`src/fadd_params.svh`:
```
`ifndef FADD_PARAMS_SVH
`define FADD_PARAMS_SVH

// Binary32 field layout
`define FADD_EXP_W  8
`define FADD_FRAC_W 23
`define FADD_WIDTH  32

`define FADD_BIAS   127

// Canonical quiet NaN
`define FADD_QNAN   32'h7FC0_0000

`endif

```
`src/fadd_pkg.sv`:
```
package fadd_pkg;

    // RISC-V frm encodings with codes 5 to 7 reserved
    typedef enum logic [2:0] {
        RNE = 3'd0,
        RTZ = 3'd1,
        RDN = 3'd2,
        RUP = 3'd3,
        RMM = 3'd4
    } rnd_mode_e;

    // Operand classes decoded in the unpack stage
    typedef enum logic [2:0] {
        ZERO      = 3'd0,
        SUBNORMAL = 3'd1,
        NORMAL    = 3'd2,
        INF       = 3'd3,
        QNAN      = 3'd4,
        SNAN      = 3'd5
    } fp_class_e;

    // Bit positions inside fflags
    localparam int FLAG_NX = 0;
    localparam int FLAG_UF = 1;
    localparam int FLAG_OF = 2;
    localparam int FLAG_DZ = 3;
    localparam int FLAG_NV = 4;

endpackage

```
`src/fadd_unpack.sv`:
```
`timescale 1ns/100ps
`include "fadd_params.svh"

module fadd_unpack import fadd_pkg::*; (
    input  logic                   clk,
    input  logic                   rst_n,
    input  logic                   enable,
    input  logic                   in_valid,
    input  logic [2:0]             frm,
    input  logic [`FADD_WIDTH-1:0] a,
    input  logic [`FADD_WIDTH-1:0] b,
    output logic                   valid,
    output rnd_mode_e              rm,
    output logic                   a_sign,
    output logic                   b_sign,
    output fp_class_e              a_class,
    output fp_class_e              b_class,
    output logic [8:0]             a_exp,
    output logic [8:0]             b_exp,
    output logic [23:0]            a_sig,
    output logic [23:0]            b_sig
);

    localparam int EXP_LSB = `FADD_FRAC_W;
    localparam int EXP_MSB = `FADD_FRAC_W + `FADD_EXP_W - 1;

    function automatic fp_class_e classify(input logic [`FADD_EXP_W-1:0]  e,
                                           input logic [`FADD_FRAC_W-1:0] f);
        if (e == '0)
            return (f == '0) ? ZERO : SUBNORMAL;
        if (e == '1) begin
            if (f == '0)
                return INF;
            // Quiet bit is the fraction MSB
            return f[`FADD_FRAC_W-1] ? QNAN : SNAN;
        end
        return NORMAL;
    endfunction

    always_ff @(posedge clk) begin
        if (!rst_n) begin
            valid <= 1'b0;
        end else if (enable) begin
            valid <= in_valid;
        end
    end

    // Subnormals share exponent 1 with the smallest normals
    always_ff @(posedge clk) begin
        if (enable) begin
            rm      <= (frm > 3'd4) ? RNE : rnd_mode_e'(frm);
            a_sign  <= a[`FADD_WIDTH-1];
            b_sign  <= b[`FADD_WIDTH-1];
            a_class <= classify(a[EXP_MSB:EXP_LSB], a[`FADD_FRAC_W-1:0]);
            b_class <= classify(b[EXP_MSB:EXP_LSB], b[`FADD_FRAC_W-1:0]);
            a_exp   <= (a[EXP_MSB:EXP_LSB] == '0) ? 9'd1 : {1'b0, a[EXP_MSB:EXP_LSB]};
            b_exp   <= (b[EXP_MSB:EXP_LSB] == '0) ? 9'd1 : {1'b0, b[EXP_MSB:EXP_LSB]};
            a_sig   <= {a[EXP_MSB:EXP_LSB] != '0, a[`FADD_FRAC_W-1:0]};
            b_sig   <= {b[EXP_MSB:EXP_LSB] != '0, b[`FADD_FRAC_W-1:0]};
        end
    end

endmodule

```
`src/fadd_align.sv`:
```
`timescale 1ns/100ps
`include "fadd_params.svh"

module fadd_align import fadd_pkg::*; (
    input  logic                   clk,
    input  logic                   rst_n,
    input  logic                   enable,
    input  logic                   s1_valid,
    input  rnd_mode_e              s1_rm,
    input  logic                   a_sign,
    input  logic                   b_sign,
    input  fp_class_e              a_class,
    input  fp_class_e              b_class,
    input  logic [8:0]             a_exp,
    input  logic [8:0]             b_exp,
    input  logic [23:0]            a_sig,
    input  logic [23:0]            b_sig,
    output logic                   valid,
    output rnd_mode_e              rm,
    output logic                   sign,
    output logic [8:0]             exp,
    output logic [26:0]            big_sig,
    output logic [26:0]            small_sig,
    output logic                   eff_sub,
    output logic                   special,
    output logic [`FADD_WIDTH-1:0] special_val,
    output logic                   invalid
);

    logic                   a_big;
    logic [8:0]             big_exp;
    logic [8:0]             small_exp;
    logic [26:0]            big_ext;
    logic [26:0]            small_ext;
    logic [8:0]             exp_diff;
    logic [4:0]             shamt;
    logic [26:0]            lost_mask;
    logic [26:0]            shifted;
    logic                   sticky;
    logic                   a_nan;
    logic                   b_nan;
    logic                   inf_clash;
    logic                   spec_n;
    logic                   inv_n;
    logic [`FADD_WIDTH-1:0] val_n;

    // Larger magnitude leads and ties keep a
    assign a_big     = {a_exp, a_sig} >= {b_exp, b_sig};
    assign big_exp   = a_big ? a_exp : b_exp;
    assign small_exp = a_big ? b_exp : a_exp;
    assign big_ext   = {a_big ? a_sig : b_sig, 3'b000};
    assign small_ext = {a_big ? b_sig : a_sig, 3'b000};

    // Past 27 positions nothing is left but sticky
    assign exp_diff  = big_exp - small_exp;
    assign shamt     = (exp_diff > 9'd27) ? 5'd27 : exp_diff[4:0];
    assign lost_mask = (27'd1 << shamt) - 27'd1;
    assign shifted   = small_ext >> shamt;
    assign sticky    = |(small_ext & lost_mask);

    assign a_nan     = (a_class == QNAN) || (a_class == SNAN);
    assign b_nan     = (b_class == QNAN) || (b_class == SNAN);
    assign inf_clash = (a_class == INF) && (b_class == INF) && (a_sign != b_sign);

    always_comb begin
        spec_n = 1'b1;
        inv_n  = 1'b0;
        val_n  = `FADD_QNAN;
        if (a_nan || b_nan) begin
            inv_n = (a_class == SNAN) || (b_class == SNAN);
        end else if (inf_clash) begin
            inv_n = 1'b1;
        end else if (a_class == INF) begin
            val_n = {a_sign, {`FADD_EXP_W{1'b1}}, {`FADD_FRAC_W{1'b0}}};
        end else if (b_class == INF) begin
            val_n = {b_sign, {`FADD_EXP_W{1'b1}}, {`FADD_FRAC_W{1'b0}}};
        end else begin
            spec_n = 1'b0;
        end
    end

    always_ff @(posedge clk) begin
        if (!rst_n) begin
            valid <= 1'b0;
        end else if (enable) begin
            valid <= s1_valid;
        end
    end

    always_ff @(posedge clk) begin
        if (enable) begin
            rm          <= s1_rm;
            sign        <= a_big ? a_sign : b_sign;
            exp         <= big_exp;
            big_sig     <= big_ext;
            small_sig   <= {shifted[26:1], shifted[0] | sticky};
            eff_sub     <= a_sign ^ b_sign;
            special     <= spec_n;
            special_val <= val_n;
            invalid     <= inv_n;
        end
    end

endmodule

```
`src/fadd_sum.sv`:
```
`timescale 1ns/100ps
`include "fadd_params.svh"

module fadd_sum import fadd_pkg::*; (
    input  logic                   clk,
    input  logic                   rst_n,
    input  logic                   enable,
    input  logic                   s2_valid,
    input  rnd_mode_e              s2_rm,
    input  logic                   s2_sign,
    input  logic [8:0]             s2_exp,
    input  logic [26:0]            big_sig,
    input  logic [26:0]            small_sig,
    input  logic                   eff_sub,
    input  logic                   s2_special,
    input  logic [`FADD_WIDTH-1:0] s2_special_val,
    input  logic                   s2_invalid,
    output logic                   valid,
    output rnd_mode_e              rm,
    output logic                   sign,
    output logic signed [9:0]      exp,
    output logic [26:0]            sig,
    output logic                   exact_zero,
    output logic                   special,
    output logic [`FADD_WIDTH-1:0] special_val,
    output logic                   invalid
);

    logic [27:0] raw;
    logic [4:0]  lz;
    logic [8:0]  lim;
    logic [4:0]  lshamt;
    logic [26:0] norm_sig;
    logic [9:0]  norm_exp;

    // Leading zeros of a 27 bit value or 27 when all clear
    function automatic logic [4:0] lzc27(input logic [26:0] v);
        logic [4:0] n;
        logic       found;
        n     = 5'd27;
        found = 1'b0;
        for (int i = 26; i >= 0; i--) begin
            if (!found && v[i]) begin
                n     = 5'(26 - i);
                found = 1'b1;
            end
        end
        return n;
    endfunction

    // big_sig is never below small_sig, so the difference stays positive
    assign raw = eff_sub ? ({1'b0, big_sig} - {1'b0, small_sig})
                         : ({1'b0, big_sig} + {1'b0, small_sig});

    // Left shift stops at exponent 1 and leaves subnormals denormalized
    assign lz     = lzc27(raw[26:0]);
    assign lim    = s2_exp - 9'd1;
    assign lshamt = ({4'b0, lz} < lim) ? lz : lim[4:0];

    always_comb begin
        if (raw[27]) begin
            norm_sig = {raw[27:2], raw[1] | raw[0]};
            norm_exp = {1'b0, s2_exp} + 10'd1;
        end else begin
            norm_sig = raw[26:0] << lshamt;
            norm_exp = {1'b0, s2_exp} - {5'b0, lshamt};
        end
    end

    always_ff @(posedge clk) begin
        if (!rst_n) begin
            valid <= 1'b0;
        end else if (enable) begin
            valid <= s2_valid;
        end
    end

    always_ff @(posedge clk) begin
        if (enable) begin
            rm          <= s2_rm;
            sign        <= s2_sign;
            exp         <= norm_exp;
            sig         <= norm_sig;
            exact_zero  <= eff_sub && (raw == '0);
            special     <= s2_special;
            special_val <= s2_special_val;
            invalid     <= s2_invalid;
        end
    end

endmodule

```
`src/fadd_round.sv`:
```
`timescale 1ns/100ps
`include "fadd_params.svh"

module fadd_round import fadd_pkg::*; (
    input  logic                   clk,
    input  logic                   rst_n,
    input  logic                   enable,
    input  logic                   valid,
    input  rnd_mode_e              rm,
    input  logic                   sign,
    input  logic signed [9:0]      exp,
    input  logic [26:0]            sig,
    input  logic                   exact_zero,
    input  logic                   special,
    input  logic [`FADD_WIDTH-1:0] special_val,
    input  logic                   invalid,
    output logic                   out_valid,
    output logic [`FADD_WIDTH-1:0] y,
    output logic [4:0]             fflags
);

    localparam int EXP_MAX = 2 * `FADD_BIAS + 1;

    logic                   lsb;
    logic                   guard;
    logic                   rest;
    logic                   inexact;
    logic                   round_up;
    logic [24:0]            rounded;
    logic [23:0]            mant;
    logic signed [9:0]      exp_r;
    logic                   overflow;
    logic                   to_max;
    logic                   tiny;
    logic [`FADD_EXP_W-1:0] exp_field;
    logic [`FADD_WIDTH-1:0] y_n;
    logic [4:0]             flags_n;

    assign lsb     = sig[3];
    assign guard   = sig[2];
    assign rest    = sig[1] | sig[0];
    assign inexact = guard | rest;

    always_comb begin
        case (rm)
            RTZ:     round_up = 1'b0;
            RDN:     round_up = sign & inexact;
            RUP:     round_up = !sign & inexact;
            RMM:     round_up = guard;
            default: round_up = guard & (rest | lsb);
        endcase
    end

    assign rounded = {1'b0, sig[26:3]} + {24'b0, round_up};

    // Carry out of the significand bumps the exponent
    always_comb begin
        if (rounded[24]) begin
            mant  = rounded[24:1];
            exp_r = exp + 10'sd1;
        end else begin
            mant  = rounded[23:0];
            exp_r = exp;
        end
    end

    assign overflow = exp_r >= EXP_MAX;
    assign to_max   = (rm == RTZ) || ((rm == RDN) && !sign) || ((rm == RUP) && sign);

    // Without the hidden bit the result packs as subnormal
    assign tiny      = !mant[23];
    assign exp_field = mant[23] ? exp_r[`FADD_EXP_W-1:0] : '0;

    always_comb begin
        flags_n = '0;
        if (special) begin
            y_n              = special_val;
            flags_n[FLAG_NV] = invalid;
        end else if (exact_zero) begin
            // Cancellation gives +0 except when rounding down
            y_n = {rm == RDN, {(`FADD_WIDTH-1){1'b0}}};
        end else if (overflow) begin
            if (to_max)
                y_n = {sign, {(`FADD_EXP_W-1){1'b1}}, 1'b0, {`FADD_FRAC_W{1'b1}}};
            else
                y_n = {sign, {`FADD_EXP_W{1'b1}}, {`FADD_FRAC_W{1'b0}}};
            flags_n[FLAG_OF] = 1'b1;
            flags_n[FLAG_NX] = 1'b1;
        end else begin
            y_n              = {sign, exp_field, mant[`FADD_FRAC_W-1:0]};
            flags_n[FLAG_UF] = tiny & inexact;
            flags_n[FLAG_NX] = inexact;
        end
        // Addition never divides by zero
        flags_n[FLAG_DZ] = 1'b0;
    end

    always_ff @(posedge clk) begin
        if (!rst_n) begin
            out_valid <= 1'b0;
        end else if (enable) begin
            out_valid <= valid;
        end
    end

    always_ff @(posedge clk) begin
        if (enable) begin
            y      <= y_n;
            fflags <= flags_n;
        end
    end

endmodule

```
`src/fadd_top.sv`:
```
`timescale 1ns/100ps
`include "fadd_params.svh"

module fadd_top import fadd_pkg::*; (
    input  logic                   clk,
    input  logic                   rst_n,
    input  logic                   enable,
    input  logic                   in_valid,
    input  logic [2:0]             frm,
    input  logic [`FADD_WIDTH-1:0] a,
    input  logic [`FADD_WIDTH-1:0] b,
    output logic                   out_valid,
    output logic [`FADD_WIDTH-1:0] y,
    output logic [4:0]             fflags
);

    // Unpack to align
    logic                   s1_valid;
    rnd_mode_e              s1_rm;
    logic                   s1_a_sign;
    logic                   s1_b_sign;
    fp_class_e              s1_a_class;
    fp_class_e              s1_b_class;
    logic [8:0]             s1_a_exp;
    logic [8:0]             s1_b_exp;
    logic [23:0]            s1_a_sig;
    logic [23:0]            s1_b_sig;

    // Align to sum
    logic                   s2_valid;
    rnd_mode_e              s2_rm;
    logic                   s2_sign;
    logic [8:0]             s2_exp;
    logic [26:0]            s2_big_sig;
    logic [26:0]            s2_small_sig;
    logic                   s2_eff_sub;
    logic                   s2_special;
    logic [`FADD_WIDTH-1:0] s2_special_val;
    logic                   s2_invalid;

    // Sum to round
    logic                   s3_valid;
    rnd_mode_e              s3_rm;
    logic                   s3_sign;
    logic signed [9:0]      s3_exp;
    logic [26:0]            s3_sig;
    logic                   s3_exact_zero;
    logic                   s3_special;
    logic [`FADD_WIDTH-1:0] s3_special_val;
    logic                   s3_invalid;

    fadd_unpack i_unpack (
        .clk      (clk),
        .rst_n    (rst_n),
        .enable   (enable),
        .in_valid (in_valid),
        .frm      (frm),
        .a        (a),
        .b        (b),
        .valid    (s1_valid),
        .rm       (s1_rm),
        .a_sign   (s1_a_sign),
        .b_sign   (s1_b_sign),
        .a_class  (s1_a_class),
        .b_class  (s1_b_class),
        .a_exp    (s1_a_exp),
        .b_exp    (s1_b_exp),
        .a_sig    (s1_a_sig),
        .b_sig    (s1_b_sig)
    );

    fadd_align i_align (
        .clk         (clk),
        .rst_n       (rst_n),
        .enable      (enable),
        .s1_valid    (s1_valid),
        .s1_rm       (s1_rm),
        .a_sign      (s1_a_sign),
        .b_sign      (s1_b_sign),
        .a_class     (s1_a_class),
        .b_class     (s1_b_class),
        .a_exp       (s1_a_exp),
        .b_exp       (s1_b_exp),
        .a_sig       (s1_a_sig),
        .b_sig       (s1_b_sig),
        .valid       (s2_valid),
        .rm          (s2_rm),
        .sign        (s2_sign),
        .exp         (s2_exp),
        .big_sig     (s2_big_sig),
        .small_sig   (s2_small_sig),
        .eff_sub     (s2_eff_sub),
        .special     (s2_special),
        .special_val (s2_special_val),
        .invalid     (s2_invalid)
    );

    fadd_sum i_sum (
        .clk            (clk),
        .rst_n          (rst_n),
        .enable         (enable),
        .s2_valid       (s2_valid),
        .s2_rm          (s2_rm),
        .s2_sign        (s2_sign),
        .s2_exp         (s2_exp),
        .big_sig        (s2_big_sig),
        .small_sig      (s2_small_sig),
        .eff_sub        (s2_eff_sub),
        .s2_special     (s2_special),
        .s2_special_val (s2_special_val),
        .s2_invalid     (s2_invalid),
        .valid          (s3_valid),
        .rm             (s3_rm),
        .sign           (s3_sign),
        .exp            (s3_exp),
        .sig            (s3_sig),
        .exact_zero     (s3_exact_zero),
        .special        (s3_special),
        .special_val    (s3_special_val),
        .invalid        (s3_invalid)
    );

    fadd_round i_round (
        .clk         (clk),
        .rst_n       (rst_n),
        .enable      (enable),
        .valid       (s3_valid),
        .rm          (s3_rm),
        .sign        (s3_sign),
        .exp         (s3_exp),
        .sig         (s3_sig),
        .exact_zero  (s3_exact_zero),
        .special     (s3_special),
        .special_val (s3_special_val),
        .invalid     (s3_invalid),
        .out_valid   (out_valid),
        .y           (y),
        .fflags      (fflags)
    );

endmodule

```
`config.mk`:
```
export PLATFORM = sky130hd
export DESIGN_NAME = fadd_top
export DESIGN_NICKNAME = d
export VERILOG_FILES = /design/src/fadd_pkg.sv /design/src/fadd_unpack.sv /design/src/fadd_align.sv /design/src/fadd_sum.sv /design/src/fadd_round.sv /design/src/fadd_top.sv
export VERILOG_INCLUDE_DIRS = /design/src
export SDC_FILE = /design/constraint.sdc
export NUM_CORES = 1
export LEC_CHECK = 0
export ABC_AREA = 1
export BUFFER_PORTS_ARGS = -buffer_cell sky130_fd_sc_hd__buf_4
export CORE_UTILIZATION = 40
export CTS_CLUSTER_SIZE = 25
export DETAILED_ROUTE_END_ITERATION = 6
export GPL_TIMING_DRIVEN = 0
export HOLD_SLACK_MARGIN = 0.1
export SYNTH_ARGS = -nofsm -noshare
export SYNTH_HDL_FRONTEND = slang
export SYNTH_SLANG_ARGS = --single-unit
```
`constraint.sdc`:
```
create_clock -name clk -period 9 [get_ports clk]
set_input_delay 0.9 -clock clk [delete_from_list [all_inputs] [get_ports clk]]
set_output_delay 0.9 -clock clk [all_outputs]
set_load 0.02 [all_outputs]
```
Word level (Yosys, flattened, before mapping)
Cells that the tools add are included. Widths: inputs -> output; s select.

Flip-flop bits (word level): 292. Bits in latches: 0. Memories kept: 0. Bits in writable memories: 0. Bits of input ports: 71. ROM bits: 0. Output and inout port bits: 38.

Reduce and logical (&&, ||, !) cells: 77. $lt $le $gt $ge: 5. Muxes and demuxes: 112. Equal/unequal tests: 13. $add $sub $neg: 9. $mul: 0. Divide/modulo/power cells: 0. Bitwise operators: 11. Shift operators: 3.

Operators with widths (number): $mux 5 (29); $mux 32 (4); $mux 24 (4); $mux 1 (54); $logic_not 23->1 (2); $mux 3 (12); $ge 33x33->1 (1); $logic_and 1x1->1 (31); $mux 31 (1); $add 27x27->28 (1); $logic_not 1->1 (28); $logic_not 28->1 (1); $mux 28 (1); $sub 27x27->28 (1); $and 27x27->27 (1); $reduce_or 27->1 (1); $shl 1x5->27 const A (1); $shl 27x5->27 (1); $shr 27x5->27 (1); $sub 27x1->27 const B (1); $mux 26 (1); $add 24x1->25 (1); $mux 10 (2); $mux 9 (2); other kinds (24) (48).

Logic depth before layout (Yosys ltp)
Word-level depth: 85. Gate-level depth with buffers: 51. Mapped depth without buffers: 49.

Hierarchy
A second synthesis with hierarchy kept.

Cell total of the unflattened synthesis: 2639. Area, all modules: 19880.3 sq um.

Modules (own cells, without submodules): fadd_sum (times used 1, sequential area each 2302.2 sq um, cells each 1111, area an instance 7637.3 sq um); fadd_align (times used 1, sequential area each 2092.0 sq um, cells each 909, area an instance 6444.9 sq um); fadd_round (times used 1, sequential area each 1101.1 sq um, cells each 435, area an instance 3039.2 sq um); fadd_unpack (times used 1, sequential area each 2272.2 sq um, cells each 184, area an instance 2758.9 sq um).

Worst setup path after synthesis
Ideal clock, no wire load.

Path type: register to register. From: reg i_align.small_sig[3]. To: reg i_sum.exp[9] (data pin). Stages on the path, launching flop included: 44. Data required time: 8.738 ns. Arrival: 6.284 ns. Slack: 2.454 ns. Setup time: 0.262 ns. Cells stage by stage: edfxtp_1 -> ha_1 -> inv_1 -> fa_1 -> inv_1 -> nand2_1 -> nand3_1 -> nand3_1 -> nand2_1 -> nand2_1 -> nand2_1 -> xor2_2 -> nand2_1 -> nor3_2 -> inv_1 -> nor2_4 -> nand4_2 -> nor2_2 -> [8 not listed] -> o2111ai_1 -> nand2_4 -> buf_6 -> ha_1 -> o21ai_0 -> nor2_1 -> ha_1 -> a21oi_1 -> nand2_1 -> a21oi_1 -> inv_1 -> a21oi_1 -> o21ai_0 -> nand2_1 -> nand2_1 -> a21oi_1 -> nor2_1 -> xor2_1.

Word-level cells in the longest chain between the ends: 85.

Ends and longest elaborated chain: from (decl) (RTL line fadd_align.sv:23) `output logic [26:0] small_sig,`; from (signal assigned) (RTL line fadd_align.sv:96) `small_sig <= {shifted[26:1], shifted[0] | sticky};`; $add 27x27->28 / $sub 27x27->28 (equally long branches) (RTL line fadd_sum.sv:53, fadd_sum.sv:52); $mux 28 (*) (RTL line fadd_sum.sv:52) `assign raw = eff_sub ? ({1'b0, big_sig} - {1'b0, small_sig})`; $mux 1 (RTL line fadd_sum.sv:43) `if (!found && v[i]) begin`; $logic_not 1->1 (RTL line fadd_sum.sv:43); $logic_and 1x1->1 (RTL line fadd_sum.sv:43); $mux 1 (RTL line fadd_sum.sv:43); $logic_not 1->1 (RTL line fadd_sum.sv:43); $logic_and 1x1->1 (RTL line fadd_sum.sv:43); [70 not listed]; $logic_not 1->1 (RTL line fadd_sum.sv:43); $logic_and 1x1->1 (RTL line fadd_sum.sv:43); $mux 5 (RTL line fadd_sum.sv:43); $lt 5x9->1 (RTL line fadd_sum.sv:58) `assign lshamt = ({4'b0, lz} < lim) ? lz : lim[4:0];`; $mux 5 (RTL line fadd_sum.sv:58); $sub 9x5->10 (RTL line fadd_sum.sv:66) `norm_exp = {1'b0, s2_exp} - {5'b0, lshamt};`; $mux 10 (*) (RTL line fadd_sum.sv:61) `if (raw[27]) begin`; via i_sum.norm_exp[9] (RTL line fadd_sum.sv:34) `logic [9:0] norm_exp;`; to (signal assigned) (RTL line fadd_sum.sv:82) `exp <= norm_exp;`; to (decl) (RTL line fadd_sum.sv:21) `output logic signed [9:0] exp,`.

The timed path passes the listed nets; every way through them passes the cells marked *. A chain may end at the register's enable or synchronous reset.

Worst setup path after layout
From: reg i_align.eff_sub. To: reg i_sum.exp[9] (data pin).

Word-level cells in the longest chain between the ends: 84.

Ends and longest elaborated chain: from (decl) (RTL line fadd_align.sv:24) `output logic eff_sub,`; from (signal assigned) (RTL line fadd_align.sv:97) `eff_sub <= a_sign ^ b_sign;`; $mux 28 (*) (RTL line fadd_sum.sv:52); $mux 1 (RTL line fadd_sum.sv:43); $logic_not 1->1 (RTL line fadd_sum.sv:43); $logic_and 1x1->1 (RTL line fadd_sum.sv:43); $mux 1 (RTL line fadd_sum.sv:43); $logic_not 1->1 (RTL line fadd_sum.sv:43); $logic_and 1x1->1 (RTL line fadd_sum.sv:43); $mux 1 (RTL line fadd_sum.sv:43); [69 not listed]; $logic_not 1->1 (RTL line fadd_sum.sv:43); $logic_and 1x1->1 (RTL line fadd_sum.sv:43); $mux 5 (RTL line fadd_sum.sv:43); $lt 5x9->1 (RTL line fadd_sum.sv:58); $mux 5 (RTL line fadd_sum.sv:58); $sub 9x5->10 (RTL line fadd_sum.sv:66); $mux 10 (*) (RTL line fadd_sum.sv:61); via i_sum.norm_exp[9] (RTL line fadd_sum.sv:34).

Marks and branches as above.

==> summary.md <==
| Metric | Value |
|---|---|
| Count leader, synth | `nand2_1` |
| Hold WS | `0.415 ns` |
| End of the worst register-to-register path | `i_sum.exp[9]$_DFFE_PP_` |
| Starting Density | `40.7%` |
| Kind of critical path | `reg -> reg` |
| Post-Synth XOR/XNOR Area | `2.62%` |
| Register area share after synthesis | `37.0%` |
| CP Max Fanout | `10` |
| Initial antenna violation count | `0` |
| Syn nets | `2751` |
| Mean Syn Cell Area | `7.18 µm²` |
| Slowest CP cell | `o2111ai_1` |
| DRT Pass-1 Iters | `6` |
| Min Clock Period, post-route | `8.41 ns` |
| Setup violations, final | `0` |
| Reg-to-reg slack, setup | `0.59 ns` |
| Global route overflow | `0` |
| Post-route ant nets | `0` |
| Setup TNS | `0 ns` |
| Vias in the first global route | `~17000` |
| CTS tree | `built` |
| H-tree level count | `1` |
| Endpoint class of the critical path | `register` |
| Dominant cells by area after synthesis | `edfxtp_1, nand2_1, inv_1, ha_1, nand3_1` |
| Io pins | `109` |
| Mapped cell area | `18500 µm²` |
| Seq cells post-synth | `229` |
| Reg area | `around 7000 µm²` |
| TritonCTS buffer count | `25` |
| Yosys cell types | `62` |
| Worst hold path type | `reg -> reg` |
| CTS clk-pin slew, worst paths | `approximately 0.06 ns` |
| Die Ht | `roughly 220 µm` |
| Prevailing post-synth register cell | `edfxtp_1` |
| Final HPWL DP | `51.0 mm` |
| Placer Congestion | `between 0.9 and 1` |
| Largest family of logic cells by synthesized area | `simple AND/OR/NAND/NOR gates` |
| Layout area overhead | `13.1%` |
| Post-CTS Repair Setup Buffers | `0` |
| Most frequent cells after synthesis | `nand2_1, inv_1, nand3_1` |
| DR vias | `17800` |
| Max frequency | `0.119 GHz` |
| I/O Buffers | `107` |
| GRT Overall Usage | `roughly a quarter` |
| Multi-input gate area | `9890 µm²` |
| Hold Vio Cnt, Final | `0` |
| Die Area | `47100 µm²` |
| Complex-gate fraction of the synthesized area | `11.6%` |
| Hold Path Sink | `i_sum.special$_DFFE_PP_` |
| Die W | `about 220 µm` |
| Post-synthesis mux area share | `0.271%` |
| Final core utilization | `46.0%` |
| Row cnt | `78` |
| Critical Path Most Common Cell | `nand2_1` |
| Via density | `5.33` |
| Remaining DRCs | `0` |
| Fill cell count | `4709` |
| Tcrit/Tclk final | `93.4%` |
| FF-to-FF Start | `i_align.eff_sub$_DFFE_PP_` |
| Routed wire length | `61.3 mm` |
| Core ar. | `around 45000 µm²` |
| First-pass GRT wire length | `94.9 mm` |
| Min-Delay Startpoint | `i_align.special$_SDFFCE_PP1P_` |
| Status | `finished, final reports clean` |
| Worst Setup Start Kind | `register` |
| Peak VDD IR | `0.148 mV` |
| Hold path cells | `0` |
| Ys async rst share | `0%` |
| Slew @ Worst Pin | `about 0.8 ns` |
| Placement Setup Slack | `around 0.58 ns` |
| Fin nets | `2888` |
| RSZ-0062 raised after global routing | `false` |
| Clk_lat worst skew | `0.57 ns` |
| Drt wl/cell | `18.4 µm` |
| P_leak | `9.80 nW` |
| Largest net degree at the start of global routing | `122` |
| Max-Cap Viols | `0` |
| Max-Slew Margin vs Limit | `47.0%` |
| Power Density | `about 220 nW/µm²` |
| Clk_skew | `0.0348 ns` |
| Hold-fix buffers at CTS | `0` |
| Yosys top cell area share | `36.5%` |
| Post-Synth Adder-Cell Area | `7.05%` |
| Post-Synthesis Cells | `2577` |
| Ant diodes | `0` |
| Sink count of the clock tree | `229` |
| Slew Limit Fails | `0` |
| CTS resizes | `0` |
| Ratio of cells with drive above 1 in the final layout | `under 10%` |
| Simple-Gate Fraction of Synth Area | `31.9%` |
| Slowest stage delay, CP | `roughly 0.65 ns` |
| Warnings from Yosys | `0` |
| Biggest area consumer among synthesized cells | `edfxtp_1` |
| R2R cell count | `36` |
| Post-synth EDFFs | `225` |
| Worst Path Required | `9.28 ns` |
| Setup ws final | `around 0.59 ns` |
| Initial DRC count | `1460` |
| Clock Tree Buf Depth | `3` |
| Clock Tree Root | `clkbuf_16` |
| Arr. time, crit path | `8.68 ns` |
[cells in the final DEF (no fill, tap or decap), types with 8 or more instances in the layout]
cell type,count
nand2_1,732
o22ai_1,17
nor2_1,206
or2_2,9
nand3b_1,9
inv_1,346
nand4_1,62
xnor2_1,11
clkbuf_16,25
ha_1,101
o21ai_0,163
nor3_1,25
nor2_2,10
edfxtp_1,225
clkbuf_1,52
inv_2,11
o21ai_1,25
o211ai_1,18
buf_4,114
xor2_1,37
nor4_1,18
o21bai_1,8
nand3_1,244
a21oi_1,114
buf_2,31
[worst max-delay path: cells and delay by family, from the launching register on]
kind,cells,cell delay [ns]
simple gates,15,2.60
buf+inv,9,2.13
compound gates,8,1.95
fa+ha+maj,3,0.78
flops,1,0.48
xor+xnor,1,0.16
[flip-flops by register name, indices dropped and copies added, names as in the netlist, 4 cells and up]
| name | flops |
|---|---|
| i_round.y | 32 |
| i_align.small_sig | 27 |
| i_sum.sig | 27 |
| i_align.big_sig | 24 |
| i_unpack.a_sig | 24 |
| i_unpack.b_sig | 24 |
| i_sum.exp | 10 |
| i_align.exp | 8 |
| i_unpack.a_exp | 8 |
| i_unpack.b_exp | 8 |
| i_round.fflags | 4 |
[how the worst max path moves through the flow]
stage | slack (ns) | start | end | cells past startpoint
CTS | 0.50 | i_align.eff_sub$_DFFE_PP_ | i_sum.exp[9]$_DFFE_PP_ | 36
finish | 0.59 | i_align.eff_sub$_DFFE_PP_ | i_sum.exp[9]$_DFFE_PP_ | 36
floorplan | 2.45 | i_align.small_sig[3]$_DFFE_PP_ | i_sum.exp[9]$_DFFE_PP_ | 43
detailed placement | 0.58 | i_align.eff_sub$_DFFE_PP_ | i_sum.exp[9]$_DFFE_PP_ | 36
global route | 0.19 | i_align.eff_sub$_DFFE_PP_ | i_sum.exp[8]$_DFFE_PP_ | 33
global placement | 0.68 | i_align.eff_sub$_DFFE_PP_ | i_sum.exp[9]$_DFFE_PP_ | 36
[logic make-up after synthesis]
family | count (synthesis)
buffers and inverters | 451
other | 1
DFF | 229
adders and majority gates | 103
muxes | 5
and+or+nand+nor | 1353
AOI/OAI and AO/OA | 383
xor gates and xnor gates | 52
[area by class of cell]
type | instances | share of cell area, %
multi-input cells | 1897 | 47.2
flip-flops and latches | 229 | 32.7
inverters | 360 | 6.46
repair buffers | 110 | 4.16
well taps | 600 | 3.59
clock buffers | 37 | 3.30
plain buffers | 91 | 2.07
clock inverters | 9 | 0.520
[metrics by stage]
stage / total power, mW / cell area, µm² / instances
floorplan: 2.91 / 18500 / 2577
global placement: 3.57 / 20100 / 3284
detailed placement: 3.59 / 20100 / 3287
CTS: 4.61 / 20900 / 3333
global route: 4.94 / 20900 / 3333
finish: 4.62 / 20900 / 3333
[where the power goes]
part | leakage (nW) | switching (mW) | internal [mW]
Combinational | 7.13 | 1.45 | 0.657
Sequential | 2.28 | 0.109 | 1.39
Clock | 0.387 | 0.415 | 0.590
Total | 9.80 | 1.98 | 2.64
[metal layers]
metal,global-route usage [%],up-vias,wire [µm]
met2,42.9,510,28300
li1,-,8875,-
met4,8.10,0,1850
met5,0,-,0
met3,2.36,84,2640
met1,36.0,8290,28600
Note: power is estimated with default switching activity, not from simulation.
